`config.mk`:
```
export PLATFORM = sky130hd
export DESIGN_NAME = pipe_top
export DESIGN_NICKNAME = d
export VERILOG_FILES = /design/src/pipe_pkg.sv /design/src/pipe_top.sv /design/src/pipe_regs.sv /design/src/pipe_ctrl.sv /design/src/hazard_unit.sv /design/src/fetch_queue.sv
export SDC_FILE = /design/constraint.sdc
export NUM_CORES = 1
export LEC_CHECK = 0
export BUFFER_PORTS_ARGS = -buffer_cell sky130_fd_sc_hd__buf_2
export CAP_MARGIN = 25
export CORE_ASPECT_RATIO = 1.1
export CORE_MARGIN = 5
export CORE_UTILIZATION = 55
export CTS_CLUSTER_DIAMETER = 120
export DETAILED_ROUTE_END_ITERATION = 10
export GPL_ROUTABILITY_DRIVEN = 0
export GPL_TIMING_DRIVEN = 0
export HOLD_SLACK_MARGIN = 0.05
export PLACE_DENSITY = 0.74
export SLEW_MARGIN = 10
export SYNTH_ARGS = -nofsm -noshare
export SYNTH_HDL_FRONTEND = slang
export SYNTH_SLANG_ARGS = --single-unit
```
`constraint.sdc`:
```
create_clock -name clk -period 10.2 [get_ports clk]
set_clock_uncertainty 0.1 [all_clocks]
set_input_delay 1.53 -clock clk [delete_from_list [all_inputs] [get_ports clk]]
set_output_delay 1.53 -clock clk [all_outputs]
set_load 0.01 [all_outputs]
```
`src/pipe_pkg.sv`:
```
package pipe_pkg;

    localparam int PC_W     = 32;
    localparam int REG_W    = 4;
    localparam int TARGET_W = 8;

    localparam int QUEUE_DEPTH = 4;
    localparam int QUEUE_AW    = $clog2(QUEUE_DEPTH);

    localparam logic [PC_W-1:0] EXC_VECTOR = 32'h0000_00f0; // fetch resumes here after a trap

    // one instruction as it travels down the pipe, register 0 means no operand
    typedef struct packed {
        logic [PC_W-1:0]     pc;
        logic [REG_W-1:0]    dst;
        logic [REG_W-1:0]    src_a;
        logic [REG_W-1:0]    src_b;
        logic                is_load;
        logic                is_branch;
        logic                taken;
        logic                exc;
        logic [TARGET_W-1:0] target; // upper pc bits of a branch target are zero
    } inst_t;

    typedef struct packed {
        logic  valid;
        inst_t inst;
    } stage_t;

    typedef struct packed {
        logic icache_stall;
        logic dcache_stall;
        logic fifo_stall_req;
        logic forward_req;
        logic b_ctrl_flush_req;
        logic exception_flush;
    } stall_req_t;

    typedef struct packed {
        logic stall;
        logic flush;
        logic exp_flush;
    } stage_ctrl_t;

    typedef struct packed {
        stage_ctrl_t ii_id2;
        stage_ctrl_t id2_ex;
        stage_ctrl_t ex_lsu1;
        stage_ctrl_t lsu1_lsu2;
        stage_ctrl_t mem_wb;
        logic        pc_stall;
        logic        fifo_flush;
        logic        issue_stall;
    } pipe_ctrl_t;

endpackage
```
`src/pipe_top.sv`:
```
`timescale 1ns/1ns

module pipe_top (
    input  logic                      clk,
    input  logic                      rst_n,
    input  logic                      inst_valid,
    input  pipe_pkg::inst_t           inst,
    output logic                      inst_ready,
    input  logic                      icache_stall,
    input  logic                      dcache_stall,
    output logic                      retire_valid,
    output pipe_pkg::inst_t           retire,
    output logic                      exc_valid,
    output logic [pipe_pkg::PC_W-1:0] exc_pc
);
    pipe_pkg::stall_req_t      req;
    pipe_pkg::pipe_ctrl_t      ctrl;
    pipe_pkg::stage_t          head;
    pipe_pkg::stage_t          id2;
    pipe_pkg::stage_t          ex;
    logic                      fifo_stall_req;
    logic                      forward_req;
    logic                      b_ctrl_flush_req;
    logic                      exception_flush;
    logic [pipe_pkg::PC_W-1:0] branch_pc;
    logic                      redirect_valid;
    logic [pipe_pkg::PC_W-1:0] redirect_pc;

    assign req.icache_stall     = icache_stall;
    assign req.dcache_stall     = dcache_stall;
    assign req.fifo_stall_req   = fifo_stall_req;
    assign req.forward_req      = forward_req;
    assign req.b_ctrl_flush_req = b_ctrl_flush_req;
    assign req.exception_flush  = exception_flush;

    // a trap in lsu2 is older than any branch in id2
    assign redirect_valid = exception_flush | b_ctrl_flush_req;
    assign redirect_pc    = exception_flush ? pipe_pkg::EXC_VECTOR : branch_pc;

    fetch_queue u_fetch_queue (
        .clk            (clk),
        .rst_n          (rst_n),
        .inst_valid     (inst_valid),
        .inst           (inst),
        .inst_ready     (inst_ready),
        .ctrl           (ctrl),
        .redirect_valid (redirect_valid),
        .redirect_pc    (redirect_pc),
        .head           (head),
        .fifo_stall_req (fifo_stall_req)
    );

    hazard_unit u_hazard_unit (
        .id2              (id2),
        .ex               (ex),
        .ctrl             (ctrl),
        .forward_req      (forward_req),
        .b_ctrl_flush_req (b_ctrl_flush_req),
        .redirect_pc      (branch_pc)
    );

    pipe_ctrl u_pipe_ctrl (
        .req  (req),
        .ctrl (ctrl)
    );

    pipe_regs u_pipe_regs (
        .clk             (clk),
        .rst_n           (rst_n),
        .head            (head),
        .ctrl            (ctrl),
        .id2             (id2),
        .ex              (ex),
        .exception_flush (exception_flush),
        .exc_valid       (exc_valid),
        .exc_pc          (exc_pc),
        .retire_valid    (retire_valid),
        .retire          (retire)
    );

endmodule

```
`src/pipe_regs.sv`:
```
`timescale 1ns/1ns

module pipe_regs (
    input  logic                      clk,
    input  logic                      rst_n,
    input  pipe_pkg::stage_t          head,
    input  pipe_pkg::pipe_ctrl_t      ctrl,
    output pipe_pkg::stage_t          id2,
    output pipe_pkg::stage_t          ex,
    output logic                      exception_flush,
    output logic                      exc_valid,
    output logic [pipe_pkg::PC_W-1:0] exc_pc,
    output logic                      retire_valid,
    output pipe_pkg::inst_t           retire
);
    pipe_pkg::stage_t lsu1;
    pipe_pkg::stage_t lsu2;
    pipe_pkg::stage_t wb;

    // next value of one stage register, a flush wins over a stall
    function automatic pipe_pkg::stage_t step(
        input pipe_pkg::stage_t      cur,
        input pipe_pkg::stage_t      nxt,
        input pipe_pkg::stage_ctrl_t c
    );
        pipe_pkg::stage_t res;
        res = cur;
        if (c.flush || c.exp_flush) begin
            res.valid = 1'b0;
        end else if (!c.stall) begin
            res = nxt;
        end
        return res;
    endfunction

    // the trap is taken only once lsu2 is free to move on
    assign exception_flush = lsu2.valid & lsu2.inst.exc & ~ctrl.lsu1_lsu2.stall;

    always_ff @(posedge clk or negedge rst_n) begin
        if (!rst_n) begin
            id2  <= '0;
            ex   <= '0;
            lsu1 <= '0;
            lsu2 <= '0;
            wb   <= '0;
        end else begin
            id2  <= step(id2, head, ctrl.ii_id2);
            ex   <= step(ex, id2, ctrl.id2_ex);
            lsu1 <= step(lsu1, ex, ctrl.ex_lsu1);
            lsu2 <= step(lsu2, lsu1, ctrl.lsu1_lsu2);
            wb   <= step(wb, lsu2, ctrl.mem_wb); // the trapping instruction is dropped here
        end
    end

    always_ff @(posedge clk or negedge rst_n) begin
        if (!rst_n) begin
            retire_valid <= 1'b0;
            exc_valid    <= 1'b0;
        end else begin
            retire_valid <= wb.valid;
            exc_valid    <= exception_flush;
        end
    end

    always_ff @(posedge clk) begin
        retire <= wb.inst;
        if (exception_flush) begin
            exc_pc <= lsu2.inst.pc;
        end
    end

endmodule

```
`src/pipe_ctrl.sv`:
```
`timescale 1ns/1ns

module pipe_ctrl (
    input  pipe_pkg::stall_req_t req,
    output pipe_pkg::pipe_ctrl_t ctrl
);
    logic cache_stall;
    logic exc_flush;

    assign cache_stall = req.icache_stall | req.dcache_stall;
    assign exc_flush   = req.exception_flush;

    assign ctrl.pc_stall    = req.fifo_stall_req;
    assign ctrl.fifo_flush  = req.b_ctrl_flush_req | exc_flush;
    assign ctrl.issue_stall = cache_stall | req.forward_req;

    assign ctrl.ii_id2.stall     = cache_stall | req.forward_req; // hold the consumer in id2
    assign ctrl.ii_id2.flush     = req.b_ctrl_flush_req;
    assign ctrl.ii_id2.exp_flush = exc_flush;

    // the bubble behind a load must not overwrite ex while the caches hold it
    assign ctrl.id2_ex.stall     = cache_stall;
    assign ctrl.id2_ex.flush     = req.forward_req & ~cache_stall;
    assign ctrl.id2_ex.exp_flush = exc_flush;

    assign ctrl.ex_lsu1.stall     = cache_stall;
    assign ctrl.ex_lsu1.flush     = 1'b0;
    assign ctrl.ex_lsu1.exp_flush = exc_flush;

    assign ctrl.lsu1_lsu2.stall     = cache_stall;
    assign ctrl.lsu1_lsu2.flush     = 1'b0;
    assign ctrl.lsu1_lsu2.exp_flush = exc_flush;

    assign ctrl.mem_wb.stall     = 1'b0;
    assign ctrl.mem_wb.flush     = cache_stall; // wb takes a bubble while lsu2 is frozen
    assign ctrl.mem_wb.exp_flush = exc_flush;

endmodule

```
`src/hazard_unit.sv`:
```
`timescale 1ns/1ns

module hazard_unit (
    input  pipe_pkg::stage_t          id2,
    input  pipe_pkg::stage_t          ex,
    input  pipe_pkg::pipe_ctrl_t      ctrl,
    output logic                      forward_req,
    output logic                      b_ctrl_flush_req,
    output logic [pipe_pkg::PC_W-1:0] redirect_pc
);
    logic [pipe_pkg::REG_W-1:0] load_dst;
    logic                       load_in_ex;
    logic                       uses_load;
    logic                       taken_in_id2;

    // a load result is only ready after lsu2, so a consumer right behind it has to wait
    assign load_dst   = ex.inst.dst;
    assign load_in_ex = ex.valid & ex.inst.is_load & (load_dst != '0);
    assign uses_load  = (id2.inst.src_a == load_dst) | (id2.inst.src_b == load_dst);

    assign forward_req = load_in_ex & id2.valid & uses_load;

    assign taken_in_id2 = id2.valid & id2.inst.is_branch & id2.inst.taken;

    // resolve only when the branch actually leaves id2 this cycle
    assign b_ctrl_flush_req = taken_in_id2 & ~ctrl.ii_id2.stall;

    assign redirect_pc = {{(pipe_pkg::PC_W - pipe_pkg::TARGET_W){1'b0}}, id2.inst.target};

endmodule

```
`src/fetch_queue.sv`:
```
`timescale 1ns/1ns

module fetch_queue (
    input  logic                         clk,
    input  logic                         rst_n,
    input  logic                         inst_valid,
    input  pipe_pkg::inst_t              inst,
    output logic                         inst_ready,
    input  pipe_pkg::pipe_ctrl_t         ctrl,
    input  logic                         redirect_valid,
    input  logic [pipe_pkg::PC_W-1:0]    redirect_pc,
    output pipe_pkg::stage_t             head,
    output logic                         fifo_stall_req
);
    pipe_pkg::inst_t mem [pipe_pkg::QUEUE_DEPTH];

    logic [pipe_pkg::QUEUE_AW-1:0] rd_ptr;
    logic [pipe_pkg::QUEUE_AW-1:0] wr_ptr;
    logic [pipe_pkg::QUEUE_AW:0]   count;
    logic                          armed;
    logic [pipe_pkg::PC_W-1:0]     filter_pc;
    logic [pipe_pkg::PC_W-1:0]     want_pc;
    logic                          accept;
    logic                          filtering;
    logic                          keep;
    logic                          pop;

    assign fifo_stall_req = (count == (pipe_pkg::QUEUE_AW + 1)'(pipe_pkg::QUEUE_DEPTH));
    assign inst_ready     = ~ctrl.pc_stall;
    assign accept         = inst_valid & inst_ready;

    // a redirect in this very cycle already filters the word arriving with it
    assign filtering = armed | redirect_valid;
    assign want_pc   = redirect_valid ? redirect_pc : filter_pc;
    assign keep      = accept & (~filtering | (inst.pc == want_pc));

    assign head.valid = (count != '0);
    assign head.inst  = mem[rd_ptr];
    assign pop        = head.valid & ~ctrl.issue_stall;

    always_ff @(posedge clk or negedge rst_n) begin
        if (!rst_n) begin
            rd_ptr <= '0;
            wr_ptr <= '0;
            count  <= '0;
        end else if (ctrl.fifo_flush) begin
            rd_ptr <= '0;
            wr_ptr <= (pipe_pkg::QUEUE_AW)'(keep); // a matching arrival lands in slot 0
            count  <= (pipe_pkg::QUEUE_AW + 1)'(keep);
        end else begin
            if (keep) begin
                wr_ptr <= wr_ptr + (pipe_pkg::QUEUE_AW)'(1'b1);
            end
            if (pop) begin
                rd_ptr <= rd_ptr + (pipe_pkg::QUEUE_AW)'(1'b1);
            end
            count <= count + (pipe_pkg::QUEUE_AW + 1)'(keep) - (pipe_pkg::QUEUE_AW + 1)'(pop);
        end
    end

    always_ff @(posedge clk) begin
        if (ctrl.fifo_flush) begin
            if (keep) begin
                mem[0] <= inst;
            end
        end else if (keep) begin
            mem[wr_ptr] <= inst;
        end
    end

    always_ff @(posedge clk or negedge rst_n) begin
        if (!rst_n) begin
            armed <= 1'b0;
        end else if (redirect_valid) begin
            armed <= ~keep; // stays armed until the redirect pc shows up
        end else if (keep) begin
            armed <= 1'b0;
        end
    end

    always_ff @(posedge clk) begin
        if (redirect_valid) begin
            filter_pc <= redirect_pc;
        end
    end

endmodule

```
==> results.ini, run 1 <==
[clocking]
cts_buffer_depth=3
postCtsHoldBufs=0
htree_levels=2
cts_buffers=59
cts-resized-gates=0
cts_tree=yes
worst_setup_hold_path_clk_slew_ns=0.06
cts_sinks=639
cts-root-buf=clkbuf_16
clk_latency_ns=0.60
cts_setup_buffers=0

[floorplan]
die_y_um=224.4
core_area_um2=41280
rows=78
fp.dieW_um=204.9
pin_count=152
die_area_um2=45970
start_util=0.5566

[timing]
period_share=0.5186
drv_slew=0
rsz0062_at_grt=false
setup_viol=0
tightest_slew_ns=1.073
fmax_ghz=0.1890
relSlewSlack=0.2805
min_period_ns=5.290
setup_ws_ns=4.910
finalHoldViolCount=0

[grt]
grt_max_degree=109
grt_usage=0.2019
grt_pass1_wl_um=72990
grt.overflow.total=0
grt_pass1_vias=13120
antenna_found_initial=8

[worst_hold_path]
holdCritStartpoint=u_pipe_regs.wb[56]
min_path_type=flop to flop

[placement]
placed_cells_incl_taps=2343
hpwl_um=31360
io_buffer_count=151
post-place-ws_ns=4.382

[power]
irDropWorstVdd_uv=158.8
p_per_area_nw_per_um2=279.1
total_leakage_power_nw=11.38

[drt]
drt-wirelength-per-cell_um=18.50
drtIter0Drc=941
vias=12980
vias_per_cell=5.276
first_pass_iters=5
drc=0
ant_nets=0
drt_wl_total_um=45520

[synthesis]
yosys_warnings=0
synth_area_um2=22980
avgSynthCellArea_um2=14.20
syn_nets=1682
synth_edf_count=256
ys_seq_elements=639
ys.flop_type=dfrtp_1
seq_area_frac_synth=0.7325
synth_cell_types=54
synth_cells=1618
synth-async-reset-ratio=0.4617

[cells_and_area]
fin_nets=1909
final_cells=2460
layout-drive-gt1-share=0.2369
final_common_cell=nand2_1
syn2layout_area_growth_pct=16.59
final_cell_mix=524 x nand2_1, 295 x dfrtp_1, 256 x edfxtp_1
utilization=0.6489

[run]
maxCapViolations=0

[critical_path]
r2r_start=u_pipe_regs.ex[21]
arrival_ns=5.49
worstSetupPathType=primary input to flop
required_ns=10.40
cp-start-kind=primary input
cp_max_fo=9
reg2reg_depth=13
cp-end-kind=flop
reg2reg_to=u_fetch_queue.mem[1][52]
worstSetupEndpoint=u_fetch_queue.mem[1][52]
r2r_slack_ns=5.19
critPathLaunch=dcache_stall

[status]
run_status=complete, no violations

final cells by class:
class | count | area [µm²]
antenna | 5 | 12.51
buffer | 68 | 255.2
clock buffer | 66 | 1565
clock inverter | 45 | 508.0
fill | 2957 | 14490
inverter | 26 | 97.59
multi-input combinational | 885 | 5816
sequential | 639 | 16830
tap | 560 | 700.7
timing repair buffer | 166 | 1002
worst min path at each step:
stage	to	slack, ns	cells past startpoint
floorplan	u_pipe_regs.retire_valid	0.23	0
CTS	u_pipe_regs.retire_valid	0.26	0
detailed placement	u_pipe_regs.retire_valid	0.24	0
global route	u_pipe_regs.retire_valid	0.27	0
finish	u_pipe_regs.retire_valid	0.25	0
global placement	u_pipe_regs.retire_valid	0.24	0
where the power goes:
part	switching (mW)	internal [mW]	total (mW)
Combinational	0.712	0.694	1.41
Sequential	0.408	3.35	3.76
Clock	0.927	1.38	2.31
Total	2.05	5.43	7.48
worst max-delay path: stages:
cell      delay, ns
buf_2          0.10
or2_2          0.32
clkbuf_1       0.22
a21oi_1        0.54
nand2_2        0.27
a22o_1         0.34
xor2_1         0.16
nor4_2         0.45
nand3_1        0.22
a21oi_2        0.31
nor3b_2        0.42
buf_4          0.26
buf_6          0.17
buf_6          0.16
metal layers:
metal  track usage  vias up  wire length [µm]
li1              -     6083                 -
met3       0.03446       78              2682
met4       0.05727        8               918
met5             0        -                46
met1        0.2909     6436             19860
met2        0.3248      373             22010
flip-flops by register name, summed over array words and instances (netlist names):
signal and cells:
u_pipe_regs.exc_pc 32, u_pipe_regs.id2 57, u_fetch_queue.wr_ptr 2, u_fetch_queue.mem 224
u_pipe_regs.ex 57, u_pipe_regs.retire 56, u_pipe_regs.lsu2 57, u_fetch_queue.filter_pc 32
u_fetch_queue.rd_ptr 2, u_fetch_queue.count 3, u_pipe_regs.wb 57, u_fetch_queue.armed 1
u_pipe_regs.retire_valid 1, u_pipe_regs.exc_valid 1, u_pipe_regs.lsu1 57
cell families (layout without fill, tap and decap cells):
kind of cell,after synthesis,after routing,synth area share
XOR/XNOR,28,28,0.01067
buffers and inverters,94,371,0.01536
flip-flops,639,639,0.7325
multiplexers,166,166,0.1088
AND/OR/NAND/NOR,614,614,0.1086
other,0,5,0
adder cells (fa/ha/maj),3,3,0.001960
AO/OA/AOI/OAI,74,74,0.02211
synth_stat cells (all sizes together) (2+ instances only):
cell type | number | area (µm²)
a221oi | 2 | 17.52
a22o | 5 | 43.79
clkbuf | 63 | 236.5
o22a | 5 | 45.04
a22oi | 4 | 30.03
a211oi | 3 | 27.52
edfxtp | 256 | 7687
inv | 26 | 97.59
nor3 | 7 | 35.03
o21ai | 19 | 95.09
and3 | 3 | 18.77
a31oi | 2 | 12.51
a222oi | 2 | 20.02
mux2 | 110 | 1239
nand3 | 5 | 30.03
ha | 2 | 25.02
buf | 5 | 18.77
nand2 | 525 | 1973
nor2 | 21 | 78.83
nand2b | 5 | 31.28
xor2 | 11 | 96.34
o22ai | 8 | 50.05
nor2b | 4 | 25.02
or2 | 2 | 12.51
mux4 | 56 | 1261
and4 | 3 | 26.28
nor4 | 5 | 37.53
xnor2 | 17 | 148.9
nand4 | 5 | 31.28
a221o | 2 | 20.02
and2 | 23 | 143.9
dfxtp | 88 | 1762
or3 | 3 | 23.77
o2111ai | 2 | 17.52
dfrtp | 295 | 7382
a21oi | 13 | 68.82
through the flow:
| step | total power [mW] | cell area (µm²) | setup TNS [ns] | hold slack [ns] |
|---|---|---|---|---|
| detailed placement | 5.227 | 24690 | 0 | 0.2410 |
| global route | 7.878 | 26780 | 0 | 0.2684 |
| global placement | 5.134 | 24430 | -114.16 | 0.2357 |
| CTS | 7.539 | 26760 | 0 | 0.2554 |
| finish | 7.476 | 26790 | 0 | 0.2515 |
| floorplan | 4.660 | 22980 | 0 | 0.2312 |
No activity file was read; power rests on OpenSTA's default activity.
==> run 2: changes to the inputs <==
--- a/config.mk
+++ b/config.mk
@@ -9,13 +9,13 @@
 export CAP_MARGIN = 25
 export CORE_ASPECT_RATIO = 1.1
 export CORE_MARGIN = 5
-export CORE_UTILIZATION = 55
+export CORE_UTILIZATION = 54
 export CTS_CLUSTER_DIAMETER = 120
 export DETAILED_ROUTE_END_ITERATION = 10
 export GPL_ROUTABILITY_DRIVEN = 0
 export GPL_TIMING_DRIVEN = 0
 export HOLD_SLACK_MARGIN = 0.05
-export PLACE_DENSITY = 0.74
+export PLACE_DENSITY = 0.76
 export SLEW_MARGIN = 10
 export SYNTH_ARGS = -nofsm -noshare
 export SYNTH_HDL_FRONTEND = slang
==> constraint.sdc (replaced) <==
create_clock -name clk -period 4.3 [get_ports clk]
set_clock_uncertainty 0.1 [all_clocks]
set_input_delay 0.645 -clock clk [delete_from_list [all_inputs] [get_ports clk]]
set_output_delay 0.645 -clock clk [all_outputs]
set_load 0.01 [all_outputs]
==> run 2 against run 1 <==
Setup slack got worse by 4.7 ns; critical path depth fell by 3; final area rose by 0.11%; critical endpoint is now u_fetch_queue.mem[3][21]; largest cell class unchanged; non-clock buffer count rose by 3; cell count rose by 0.20%; global-route usage fell by 0.14 points; first-iteration DRC count fell by 10%.
==> results.ini, run 2 (synthesis results as in run 1) <==
[cells_and_area]
largest_register_ffs=224
finalInstanceArea_um2=26820
top_register=u_fetch_queue.mem
syn2layout_area_growth_pct=16.71
layout-drive-gt1-share=0.2331
final_common_cell=nand2_1
fin_nets=1911
utilization=0.6354
final_cell_mix=524 x nand2_1, 295 x dfrtp_1, 256 x edfxtp_1
final_cells=2465

[floorplan]
fp.dieW_um=206.7
die_area_um2=46780
pin_count=152
rows=79
die_y_um=226.3
start_util=0.5444
core_area_um2=42210

[timing]
drv_slew=0
setup_viol=0
tightest_slew_ns=0.8938
finalHoldViolCount=0
fmax_ghz=0.2470
setup_ws_ns=0.2511
relSlewSlack=0.4041
min_period_ns=4.049
fin_setup_tns_ns=0
period_share=0.9416
holdWs_ns=0.1598

[power]
finalPower_mw=17.50
total_leakage_power_nw=11.34
p_per_area_nw_per_um2=652.4
irDropWorstVdd_uv=322.2

[clocking]
cts_buffers=58
cts_sinks=639
cts_tree=yes
htree_levels=2
worst_setup_hold_path_clk_slew_ns=0.06
clk_latency_ns=0.60
cts_buffer_depth=3
cts-root-buf=clkbuf_16

[critical_path]
cp-start-kind=flop
r2r_slack_ns=0.25
cp_max_fo=36
worstSetupPathType=flop to flop
cp-end-kind=flop
arrival_ns=4.23
required_ns=4.48

[run]
maxCapViolations=0

[grt]
grt_usage=0.2005
antenna_found_initial=8
grt_pass1_wl_um=73320
grt.overflow.total=0
grt_pass1_vias=13190
grt_max_degree=120

[placement]
post-place-ws_ns=-0.08150
place_area_um2=24790
io_buffer_count=151
placed_cells_incl_taps=2347
hpwl_um=31610

[drt]
drtIter0Drc=844
drt_wl_total_um=46040
drc=0
drt-wirelength-per-cell_um=18.68
vias=12960
first_pass_iters=6
ant_nets=0
vias_per_cell=5.257

[status]
run_status=complete, no violations

[worst_hold_path]
min_path_type=primary input to flop

run 2: cell count changes in the layout (fill, tap and decap cells not counted), sizes merged:
cell and delta:
clkbuf +18, clkinv -15, bufinv -5, diode -3, buf +2, dlygate4sd3 +1
run 2: repair_timing:
item | 4_1_cts | 5_1_grt
pin swaps | 0 | 2
resized for setup | 0 | 3
hold endpoints to repair | 67 | 0
hold buffers | 1 | 0
setup endpoints to repair | 23 | 37
setup buffers | 2 | 1
run 2: area by class of cell:
class	count	area, µm²
sequential	639	16830
fill	3095	15390
multi-input combinational	885	5891
clock buffer	84	1663
timing repair buffer	169	1074
tap	567	709.4
buffer	68	276.5
clock inverter	25	270.3
inverter	26	97.59
antenna	2	5.005
run 2: critical path: stages, from the launching register on:
cell	delay, ns
dfrtp_1	0.48
or4_4	0.60
nand3_4	0.11
a211o_4	0.17
nand2_2	0.15
a22o_1	0.27
xor2_1	0.17
nor4_2	0.41
nand3_2	0.18
a21oi_4	0.27
and4_4	0.50
buf_12	0.29
run 2: routing by layer:
metal | track usage | share of wire | vias up
met2 | 0.3296 | 0.49 | 358
met5 | 0 | 0.0016 | -
li1 | - | - | 6068
met3 | 0.03605 | 0.063 | 82
met4 | 0.05689 | 0.022 | 12
met1 | 0.2798 | 0.42 | 6439
run 2: final timing paths:
| kind | end | startpoint | depth (start not counted) |
|---|---|---|---|
| setup / recovery | u_fetch_queue.mem[3][21] | u_pipe_regs.ex[20] | 11 |
| hold reg to reg | u_pipe_regs.retire_valid | u_pipe_regs.wb[56] | 0 |
| hold / removal | u_fetch_queue.mem[2][13] | inst[13] | 1 |
| max in group asynchronous | u_pipe_regs.wb[42] | rst_n | 3 |
| setup reg to reg | u_fetch_queue.mem[3][21] | u_pipe_regs.ex[20] | 11 |
| min in group asynchronous | u_pipe_regs.id2[21] | rst_n | 2 |
run 2: power by group:
part / leakage (nW) / internal [mW] / total [mW] / switching, mW
clock network: 0.942 / 3.04 / 5.16 / 2.12
registers: 6.69 / 7.96 / 8.93 / 0.974
logic: 3.70 / 1.67 / 3.41 / 1.73
total: 11.3 / 12.7 / 17.5 / 4.83
